$ cat src/rv_check_pkg.sv
package rv_check_pkg;

    localparam int XLEN = 32;

    typedef logic [XLEN-1:0] word_t;
    typedef logic [4:0] reg_idx_t;

    // sequential pc increment
    localparam word_t PC_STEP = 32'd4;

    // RV32I major opcodes
    typedef enum logic [6:0] {
        OPC_R     = 7'b0110011,
        OPC_I     = 7'b0010011,
        OPC_IL    = 7'b0000011,
        OPC_S     = 7'b0100011,
        OPC_B     = 7'b1100011,
        OPC_JAL   = 7'b1101111,
        OPC_JALR  = 7'b1100111,
        OPC_LUI   = 7'b0110111,
        OPC_AUIPC = 7'b0010111,
        OPC_FENCE = 7'b0001111,
        OPC_E     = 7'b1110011
    } opcode_t;

    // loads
    localparam logic [2:0] F3_LB  = 3'b000;
    localparam logic [2:0] F3_LH  = 3'b001;
    localparam logic [2:0] F3_LW  = 3'b010;
    localparam logic [2:0] F3_LBU = 3'b100;
    localparam logic [2:0] F3_LHU = 3'b101;

    // stores
    localparam logic [2:0] F3_SB = 3'b000;
    localparam logic [2:0] F3_SH = 3'b001;
    localparam logic [2:0] F3_SW = 3'b010;

    // branches
    localparam logic [2:0] F3_BEQ  = 3'b000;
    localparam logic [2:0] F3_BNE  = 3'b001;
    localparam logic [2:0] F3_BLT  = 3'b100;
    localparam logic [2:0] F3_BGE  = 3'b101;
    localparam logic [2:0] F3_BLTU = 3'b110;
    localparam logic [2:0] F3_BGEU = 3'b111;

    // immediate alu ops, also shared by the R-type encodings
    localparam logic [2:0] F3_ADDI  = 3'b000;
    localparam logic [2:0] F3_SLLI  = 3'b001;
    localparam logic [2:0] F3_SLTI  = 3'b010;
    localparam logic [2:0] F3_SLTIU = 3'b011;
    localparam logic [2:0] F3_XORI  = 3'b100;
    localparam logic [2:0] F3_SRI   = 3'b101;
    localparam logic [2:0] F3_ORI   = 3'b110;
    localparam logic [2:0] F3_ANDI  = 3'b111;

    // fences
    localparam logic [2:0] F3_FENCE   = 3'b000;
    localparam logic [2:0] F3_FENCE_I = 3'b001;

    // normal and alternate (SUB, SRA, SRAI) forms
    localparam logic [6:0] F7_BASE = 7'b0000000;
    localparam logic [6:0] F7_ALT  = 7'b0100000;

    // what the checker does with a retirement
    typedef enum logic [2:0] {
        KIND_XORI,
        KIND_AUIPC,
        KIND_JAL,
        KIND_LB,
        KIND_BLT,
        KIND_SEQ,
        KIND_CTRL
    } inst_kind_t;

endpackage

$ cat src/rv_inst_decode.sv
`timescale 1ns/1ps

module rv_inst_decode
    import rv_check_pkg::*;
(
    input  word_t      inst_i,
    output inst_kind_t kind_o,
    output logic       legal_o,
    output reg_idx_t   rd_o,
    output word_t      imm_i_o,
    output word_t      imm_b_o,
    output word_t      imm_j_o,
    output word_t      imm_u_o
);

    logic [2:0] funct3;
    logic [6:0] funct7;
    logic       no_regs;

    assign funct3 = inst_i[14:12];
    assign funct7 = inst_i[31:25];
    assign rd_o   = inst_i[11:7];

    // rs1 and rd both zero, needed by fences
    assign no_regs = (inst_i[19:15] == 5'd0) && (inst_i[11:7] == 5'd0);

    // sign-extended immediates
    assign imm_i_o = {{20{inst_i[31]}}, inst_i[31:20]};
    assign imm_b_o = {{20{inst_i[31]}}, inst_i[7], inst_i[30:25], inst_i[11:8], 1'b0};
    assign imm_j_o = {{12{inst_i[31]}}, inst_i[19:12], inst_i[20], inst_i[30:21], 1'b0};
    assign imm_u_o = {inst_i[31:12], 12'd0};

    always_comb begin
        legal_o = 1'b0;
        case (inst_i[6:0])
            OPC_LUI, OPC_AUIPC: legal_o = 1'b1;
            OPC_JAL: legal_o = (imm_j_o[1:0] == 2'b00);
            OPC_JALR: legal_o = (funct3 == 3'b000) && (imm_i_o[1:0] == 2'b00);
            OPC_B: legal_o = (funct3 inside {F3_BEQ, F3_BNE, F3_BLT, F3_BGE, F3_BLTU, F3_BGEU})
                && (imm_b_o[1:0] == 2'b00);
            OPC_IL: legal_o = funct3 inside {F3_LB, F3_LH, F3_LW, F3_LBU, F3_LHU};
            OPC_S: legal_o = funct3 inside {F3_SB, F3_SH, F3_SW};
            OPC_I: legal_o = (funct3 inside {F3_ADDI, F3_SLTI, F3_SLTIU, F3_XORI, F3_ORI, F3_ANDI})
                || ((funct3 == F3_SLLI) && (funct7 == F7_BASE))
                || ((funct3 == F3_SRI) && (funct7 inside {F7_BASE, F7_ALT}));
            OPC_R: legal_o = (funct7 == F7_BASE)
                || ((funct7 == F7_ALT) && (funct3 inside {F3_ADDI, F3_SRI}));
            // fence allows pred/succ only, fence.i no fields at all
            OPC_FENCE: legal_o = no_regs
                && (((funct3 == F3_FENCE) && (inst_i[31:28] == 4'd0))
                || ((funct3 == F3_FENCE_I) && (inst_i[31:20] == 12'd0)));
            // ecall/ebreak differ only in bit 20
            OPC_E: legal_o = (inst_i[31:21] == 11'd0) && (inst_i[19:7] == 13'd0);
            default: legal_o = 1'b0;
        endcase
    end

    always_comb begin
        kind_o = KIND_SEQ;
        case (inst_i[6:0])
            OPC_AUIPC: kind_o = KIND_AUIPC;
            OPC_JAL: kind_o = KIND_JAL;
            OPC_JALR: kind_o = KIND_CTRL;
            OPC_B: kind_o = (funct3 == F3_BLT) ? KIND_BLT : KIND_CTRL;
            OPC_I: kind_o = (funct3 == F3_XORI) ? KIND_XORI : KIND_SEQ;
            OPC_IL: kind_o = (funct3 == F3_LB) ? KIND_LB : KIND_SEQ;
            default: kind_o = KIND_SEQ;
        endcase
    end

endmodule

$ cat config.mk
export PLATFORM = sky130hd
export DESIGN_NAME = rv_inst_decode
export DESIGN_NICKNAME = d
export VERILOG_FILES = /design/src/rv_check_pkg.sv /design/src/rv_inst_decode.sv
export SDC_FILE = /design/constraint.sdc
export NUM_CORES = 1
export LEC_CHECK = 0
export BUFFER_PORTS_ARGS = -buffer_cell sky130_fd_sc_hd__buf_4
export CORE_MARGIN = 8
export CORE_UTILIZATION = 37
export DETAILED_ROUTE_END_ITERATION = 7
export GPL_TIMING_DRIVEN = 0
export PLACE_DENSITY = 0.95
export SKIP_LAST_GASP = 1
export SYNTH_ARGS = -nofsm -noshare
export SYNTH_HDL_FRONTEND = slang
export SYNTH_SLANG_ARGS = --single-unit
$ cat constraint.sdc
create_clock -name vclk -period 1.5
set_input_delay 0 -clock vclk [all_inputs]
set_output_delay 0 -clock vclk [all_outputs]
set_load 0.05 [all_outputs]
# Yosys cells after proc, flatten, opt, wreduce, memory -nomap -nowiden
# Cells that the tools add are included.
word_totals:
  reg_bits: 0
  input_bits: 32
  elab_cells: 56
classes:
  n_eq_ne: 19
  muxes: 5
  n_reduce_logical: 32
ops:
  columns: ["cell", "n"]
  rows:
  - ["7-bit by 6-bit equality test with 1-bit output, second input constant", 4]
  - ["7-bit equality test, second input constant", 4]
  - ["3-bit case mux with 6 select lines", 1]
  - ["7-bit by 5-bit equality test with 1-bit output, second input constant", 2]
  - ["13-bit zero test", 1]
  - ["3-bit equality test, second input constant", 4]
  - ["12-bit zero test", 1]
  - ["6-bit nonzero test", 2]
  - ["11-bit zero test", 1]
  - ["1-bit logical AND", 10]
  - ["5-bit zero test", 2]
  - ["1-bit case mux with 10 select lines", 1]
  - ["7-bit by 2-bit equality test with 1-bit output, second input constant", 1]
  - ["7-bit by 4-bit equality test with 1-bit output, second input constant", 1]
  - ["7-bit zero test", 1]
  - ["3-bit by 2-bit equality test with 1-bit output, second input constant", 2]
  - ["2-bit zero test", 3]
  - ["3-bit two-way mux", 2]
  - ["5-bit nonzero test", 1]
  - ["4-bit zero test", 1]
  - ["1-bit logical OR", 4]
  - ["2-bit nonzero test", 2]
  - ["3-bit by 1-bit equality test with 1-bit output, second input constant", 1]
  - ["3-bit zero test", 1]
  - ["other kinds (3)", 3]

# Depth between registers and ports, before layout
# Gate-level depths: netlist of run 1.
logic_depth:
  word_depth: 5
  mapped_depth: 6

# Worst setup path before layout of run 1
# Ideal clock, no wire load.
synth_timing:
  path_type: "input-to-output"
  startpoint: "input inst_i[14]"
  endpoint: "output legal_o"
  arrival_ps: 1239
  required_time_ps: 1500
  setup_slack_ps: 261
  stages: 6
  cell_sequence: "buf_6 > nor2_1 > and4_1 > nand4_1 > a221o_1 > nand4_1"
synth_via:
  elab_chain_cells: 5
  word_cells_on_any_way: 28
  cone_classes: "eq/ne (7); mux (1); reduce/logical (20)"
synth_rtl:
  columns: ["element", "line_no", "text"]
  rows:
  - ["start, declared", "rv_inst_decode.sv:6", "input word_t inst_i,"]
  - ["3-bit by 2-bit equality test with 1-bit output (tied with other cells)", "rv_inst_decode.sv:41, rv_inst_decode.sv:42, rv_inst_decode.sv:43", null]
  - ["6-bit nonzero test (tied with other cells)", "rv_inst_decode.sv:43", "OPC_I: legal_o = (funct3 inside {F3_ADDI, F3_SLTI, F3_SLTIU, F3_XORI, F3_ORI, F3_ANDI})"]
  - ["1-bit logical OR (tied with other cells)", "rv_inst_decode.sv:44", "|| ((funct3 == F3_SLLI) && (funct7 == F7_BASE))"]
  - ["1-bit logical OR (tied with other cells)", "rv_inst_decode.sv:45", "|| ((funct3 == F3_SRI) && (funct7 inside {F7_BASE, F7_ALT}));"]
  - ["1-bit case mux with 10 select lines *", "rv_inst_decode.sv:35", "case (inst_i[6:0])"]
  - ["end, declared", "rv_inst_decode.sv:8", "output logic legal_o,"]
# Every way passes the cells marked *; elsewhere a longest branch is shown, timed or not.

# Final worst setup path of run 1
layout_timing:
  startpoint: "input inst_i[31]"
  endpoint: "output legal_o"
layout_via:
  elab_chain_cells: 5
  word_cells_on_any_way: 18
  cone_classes: "eq/ne (1); mux (1); reduce/logical (16)"
layout_rtl:
  columns: ["element", "line_no"]
  rows:
  - ["7-bit by 6-bit equality test with 1-bit output (tied with other cells)", "rv_inst_decode.sv:45, rv_inst_decode.sv:47"]
  - ["2-bit nonzero test (tied with other cells)", "rv_inst_decode.sv:45"]
  - ["1-bit logical AND (tied with other cells)", "rv_inst_decode.sv:45"]
  - ["1-bit logical OR or 1-bit logical AND (tied branches)", "rv_inst_decode.sv:45, rv_inst_decode.sv:50"]
  - ["1-bit case mux with 10 select lines *", "rv_inst_decode.sv:35"]
# Marks and branches as above.

==> results of run 1 <==
[synthesized netlist by cell type (all sizes together) (2+ instances only)]
cell	instances
nand4	5
a21oi	5
nor3	3
nor2	11
inv	2
nor3b	2
nor4	7
nand2	6
buf	135
a221o	2
o21ai	3
[stage by stage]
stage | utilization | power (W) | cell area (sq um) | std cells
finish | 0.727 | 0.00142 | 2640 | 409
global route | 0.727 | 0.00148 | 2640 | 409
CTS | 0.727 | 0.00143 | 2640 | 409
detailed placement | 0.727 | 0.00142 | 2640 | 409
global placement | 0.727 | 0.00141 | 2640 | 409
floorplan | - | 0.00102 | 1440 | 209
[layout by cell type (no fill, tap or decap)]
cell type / count
sky130_fd_sc_hd__a21oi_1: 5
sky130_fd_sc_hd__a221o_1: 2
sky130_fd_sc_hd__a31o_2: 1
sky130_fd_sc_hd__a31oi_1: 1
sky130_fd_sc_hd__and4_1: 1
sky130_fd_sc_hd__buf_2: 1
sky130_fd_sc_hd__buf_4: 285
sky130_fd_sc_hd__buf_6: 1
sky130_fd_sc_hd__clkbuf_2: 1
sky130_fd_sc_hd__conb_1: 14
sky130_fd_sc_hd__inv_1: 2
sky130_fd_sc_hd__nand2_1: 5
sky130_fd_sc_hd__nand2_4: 1
sky130_fd_sc_hd__nand3_1: 1
sky130_fd_sc_hd__nand3b_1: 1
sky130_fd_sc_hd__nand4_1: 5
sky130_fd_sc_hd__nand4b_1: 1
sky130_fd_sc_hd__nor2_1: 11
sky130_fd_sc_hd__nor2b_2: 1
sky130_fd_sc_hd__nor3_1: 3
sky130_fd_sc_hd__nor3b_1: 1
sky130_fd_sc_hd__nor3b_2: 1
sky130_fd_sc_hd__nor4_1: 6
sky130_fd_sc_hd__nor4_4: 1
sky130_fd_sc_hd__o21a_1: 1
sky130_fd_sc_hd__o21ai_0: 2
sky130_fd_sc_hd__o21ai_1: 1
sky130_fd_sc_hd__o32ai_1: 1
sky130_fd_sc_hd__or2_1: 1
sky130_fd_sc_hd__or3b_1: 1
sky130_fd_sc_hd__xnor2_1: 1
sky130_fd_sc_hd__xor2_1: 1
[power by group through the flow]
stage | clock, W | sequential [W] | combinational (W)
6_report | 0 | 0 | 0.00142
5_1_grt | 0 | 0 | 0.00148
4_1_cts | 0 | 0 | 0.00143
3_5_place_dp | 0 | 0 | 0.00142
3_3_place_gp | 0 | 0 | 0.00141
2_1_floorplan | 0 | 0 | 0.00102
[routing by layer]
layer / vias to the layer above / GRT usage / wire length [um]
met5: - / 0 / 0
met4: 0 / 0.0151 / 21
met2: 132 / 0.288 / 2710
met1: 690 / 0.165 / 1970
li1: 827 / - / -
met3: 4 / 0.0991 / 864
[cell families after synthesis]
logic type | share of synthesized area
compound gates | 0.0657
buf+inv | 0.739
simple gates | 0.180
xor+xnor | 0.0126
other cells | 0.00270
[cell type report]
| cell class | instances | share of cell area |
|---|---|---|
| Timing Repair Buffer | 152 | 0.432 |
| Buffer | 136 | 0.386 |
| Multi-Input combinational cell | 71 | 0.156 |
| Tap cell | 48 | 0.0227 |
| Inverter | 2 | 0.00284 |
[worst max-delay path by stage]
stage                from  slack [ns]  endpoint
3_5_place_dp   inst_i[30]        0.19   legal_o
6_report       inst_i[31]        0.20   legal_o
5_1_grt        inst_i[26]        0.11   legal_o
3_3_place_gp   inst_i[30]        0.20   legal_o
4_1_cts        inst_i[30]        0.19   legal_o
2_1_floorplan  inst_i[14]        0.26   legal_o
==> impl_summary.md, run 1 <==
Run status
The flow ran to the end, and the final reports show no timing, DRC or antenna violations.

Global routing
The overflow left after global routing is 0. Entering global routing, the biggest net connects 57 pins. The via count of the first global-routing pass is 1,656.

In the global route stage, overall resource usage came out at 0.163. The initial antenna violation count is 0. The first global-routing pass estimated 8.27 mm of wire.

Layout
In the final design database the tool counted 395 nets. In the final layout, flip-flops and latches occupy 0 sq um. The layout has 306 filler cells.

The number of clock buffers in the layout is 0. Of the cells placed in the final design, the portion with a size suffix greater than 1 is 0.812. The multi-input combinational cells in the finished layout cover a total of 412 sq um. The number of flip-flops and latches is 0. From synthesis to final layout, the design area changed by 89.9%. The number of antenna diodes in the final layout is 0.

Detailed routing
The antenna violation net count after detailed routing is 0. The detailed router finished its first iteration with 84 violations. The final route contains 1,653 vias. After detailed routing, the number of vias per cell comes to 4.04. The first TritonRoute pass finished after 4 iterations. After detailed routing, the number of remaining DRC violations is 0.

The wire length after detailed routing is 5.56 mm. In the final routed layout, each cell accounts on average for 13.6 um.

Critical path
For this design, the slowest cell found on the critical path is sky130_fd_sc_hd__nor4_1. The critical path class is in2out. The worst path arrival time is 1.30 ns. The worst setup path is launched from a primary input. The count of buffer and inverter cells on the critical path is 2. The critical path goes through buf_4 -> nor4_1 -> nand4_1 -> a221o_1 -> nand4_1 -> buf_4. The critical path runs through a total of 6 cells. The critical path endpoint category is a primary output. The required arrival time at the worst endpoint is 1.50 ns. In this design, the stage delay of the slowest critical-path cell is 0.32 ns. Of all nets on the critical path, the largest fanout is 56. The cell family contributing the most delay on the critical path is simple AND/OR/NAND/NOR gates.

Hold path
In this run the worst hold path is classified as in2out. The hold-critical path depth is 2. The worst hold path begins at inst_i[14].

The path with the worst hold slack has its endpoint at imm_j_o[14].

Logic synthesis
Of the post-synthesis cell area, the dominant cell type holds 0.718. The largest total area in the synthesized netlist belongs to sky130_fd_sc_hd__buf_4. In the post-synthesis netlist, the biggest area contributors are sky130_fd_sc_hd__buf_4 72%, sky130_fd_sc_hd__nor2_1 3.0%, sky130_fd_sc_hd__nor4_1 2.7%. The synthesized area per cell is 7.09 sq um.

The area of the mapped netlist is 0.00139 sq mm. Yosys printed 0 warnings. The share of the Yosys chip area taken by registers is 0. The synthesized instance count is 196.

Yosys mapped the design onto 32 distinct sky130hd cell types.

Pwr
The net load switching power is 0.000915 W. The maximum vdd ir drop is 0.363 mV. The share of total power dissipated in sequential elements is 0.

Internal power comes to 0.000503 W. The analysis attributes to cell leakage a power of 1.54 nW. Dividing total power by cell area gives a power density of 537 mW/mm^2.

The share of total power dissipated in the clock network is 0. Of the total power, the share spent switching nets is 0.645. The share of total power in combinational logic is 1.000.

Place
The number of buffer cells added on primary ports is 152. The final weighted congestion of routability-driven global placement is 0.825. The post-placement worst setup slack is 0.190 ns. The HPWL after detailed placement is 4.99 mm.

Floorplan
From left edge to right edge, the die measures 77.3 um. The area enclosed by the die boundary is 0.00597 sq mm. The total area inside the core boundary comes to 0.00363 sq mm. The site row count is 22.

The initial core utilization is 0.383. The number of top-level pins is 169. The vertical extent of the die is 77.3 um.

STA
For this run, the top clock speed supported by timing is 767 MHz. For the final routed database, the setup TNS stands at 0 ns. The max-slew violation count came to 0. Hold timing on the final database bottoms out at a slack of 0.256 ns.

The final hold violation count is 0. Setup repair after global routing left no endpoint under its margin. The time the final worst path needs with I/O delays and setup is 1.30 ns. The number of setup violations in the final report is 0.

In the post-route analysis, the smallest setup slack over all paths is 0.197 ns. In the finished design, the share of the clock period the worst path needs comes to 0.869.

Clock network
Once the clock tree was built, the resizer swapped 0 gates to a different size. Buffers added to address setup during post-CTS repair amount to 0. The total of hold buffers inserted after clock tree synthesis is 0.

Job
Across the run, the number of max-cap violations was 0.
No activity file was read; power rests on OpenSTA's default activity.
==> run 2, diff against run 1 <==
Settings changed: CAP_MARGIN set to 5, CORE_ASPECT_RATIO set to 1.4.
==> impl_summary.md, run 2 (synthesis gave the netlist of run 1 again) <==
Global routing
The first global-routing pass estimated 7.91 mm of wire. For this run the aggregate overflow at the end of global routing stands at 0. The initial antenna violation count was 0. Across every metal layer, demand over resource in global routing totals 0.164. Entering global routing, the biggest net connects 57 pins. The via count of the first global-routing pass came to 1,644.

Critical path
The required arrival time at the worst endpoint is 1.50 ns. The critical path endpoint category is a primary output. The worst path arrival time is 1.32 ns. The most critical setup path has its startpoint at inst_i[12]. The kind of start point of the critical path is a primary input. The maximum fanout encountered on the critical timing path is 7.

The critical path in this run is classified as in2out. The endpoint of the worst setup timing path is legal_o.

Place
The congestion estimate from routability-driven global placement came to 0.833. The number of buffer cells added on primary ports is 152. After legalization and detailed placement, the total HPWL measured 5.06 mm.

Detailed routing
The pre-antenna-repair detailed-routing pass consisted of 4 iterations. The first routing iteration left 51 violations. The wire length after detailed routing is 5.62 mm. Once detail routing completed, the nets flagged for antenna violations numbered 0. After detailed routing, the number of remaining DRC violations is 0. The detailed router placed 1,638 vias in this run.

The number of vias per cell is 4.06. After detailed routing, the average wire length per cell comes to 13.9 um.

Pwr
Summed over all nets, the switching power comes to 0.000916 W. The worst-case IR drop observed on VDD is 0.473 mV. The switching part of the total is 0.645. The clock network fraction of design power is 0.

The internal power of the cells totals 0.000503 W. The share of total power dissipated in sequential elements is 0. The leakage power is 1.54 nW. The power density over the cells is 539 mW/mm^2.

The share of total power dissipated in combinational logic is 1.000.

Layout
In the layout the commonest cells are 285 x sky130_fd_sc_hd__buf_4, 14 x sky130_fd_sc_hd__conb_1, 11 x sky130_fd_sc_hd__nor2_1, 6 x sky130_fd_sc_hd__nor4_1. There are 0 flip-flops and latches. In the final layout, the share of cells above drive strength 1 is 0.812. The post-layout net count is 395. The number of clock buffers in the layout is 0. The area growth from synthesis to layout is 89.4%.

The number of antenna diodes in the final layout is 0. The most common cell after layout, fill and taps aside is sky130_fd_sc_hd__buf_4. In the final layout, flip-flops and latches occupy 0 sq um. Counting the fill cells in the layout gives 297.

STA
The final hold violation count is 0. The number of setup violations in the final report is 0. The fmax is 756 MHz. After routing, the total negative slack on setup checks comes to 0 ns. The final-layout worst hold slack is 0.258 ns.

Setup repair after global routing left no endpoint under its margin. The max-slew violation count was 0. Counting I/O delays and the setup requirement, the final critical path takes 1.32 ns. The period utilization is 0.882.

Floorplan
The site row count is 26. 169 I/O pins were placed. The horizontal die dimension is 67.8 um. The initial core utilization is 0.382. The area of the core is 0.00364 sq mm.

The die covers 0.00600 sq mm. The vertical extent of the die is 88.5 um.

Clock network
Post-CTS timing repair inserted 0 buffers for setup. After clock tree synthesis, the repair step resized 0 gates. The total of hold buffers inserted after clock tree synthesis is 0.

Job
The number of max-cap violations is 0.

Run status
The run finished with clean final reports.

Hold path
The worst hold path belongs to the class in2out.
==> run 2: cell counts in the layout (fill, tap and decap cells not counted) <==
Identical to the previous run, type by type.
==> run 2: metrics by stage <==
stage	setup slack (ns)	power, W	utilization	std cells	area (sq um)
after floorplan	0.261	0.00102	-	209	1440
after global placement	0.224	0.00141	0.723	403	2630
after detailed placement	0.195	0.00142	0.723	403	2630
after CTS	0.190	0.00143	0.723	403	2630
after global routing	0.0883	0.00148	0.723	403	2630
final	0.177	0.00142	0.723	403	2630
==> run 2: layer usage <==
layer / share of wire / vias to the layer above / track usage / wire length, um
li1: - / 825 / - / -
met4: 0.0057 / 0 / 0.00748 / 32
met2: 0.50 / 114 / 0.303 / 2820
met3: 0.21 / 2 / 0.118 / 1160
met5: 0 / - / 0 / 0
met1: 0.29 / 697 / 0.146 / 1610
==> run 2: cell type report <==
type / instances / area, sq um / share of cell area
timing repair buffer: 152 / 1140 / 0.433
inverter: 2 / 7.51 / 0.00285
multi-input combinational: 71 / 412 / 0.156
buffer: 136 / 1020 / 0.387
tap: 42 / 52.6 / 0.0200
==> run 2: worst min-delay path by stage <==
stage	depth (start not counted)	slack, ns	end	from
2_1_floorplan	1	0.17	imm_b_o[10]	inst_i[30]
3_3_place_gp	2	0.26	imm_j_o[14]	inst_i[14]
3_5_place_dp	2	0.26	imm_j_o[14]	inst_i[14]
4_1_cts	2	0.26	imm_j_o[14]	inst_i[14]
5_1_grt	2	0.27	imm_u_o[14]	inst_i[14]
6_report	2	0.26	imm_j_o[14]	inst_i[14]
==> run 2: power by group through the flow <==
stage               registers, W  logic (W)  clock network [W]
CTS                            0    0.00143                  0
global route                   0    0.00148                  0
finish                         0    0.00142                  0
detailed placement             0    0.00142                  0
global placement               0    0.00141                  0
floorplan                      0    0.00102                  0
==> run 2: critical path, stage by stage <==
cell                      delay [ns]
sky130_fd_sc_hd__buf_4          0.14
sky130_fd_sc_hd__nor2_1         0.24
sky130_fd_sc_hd__and4_1         0.23
sky130_fd_sc_hd__nand4_1        0.09
sky130_fd_sc_hd__a221o_1        0.33
sky130_fd_sc_hd__nand4_1        0.08
sky130_fd_sc_hd__buf_4          0.20
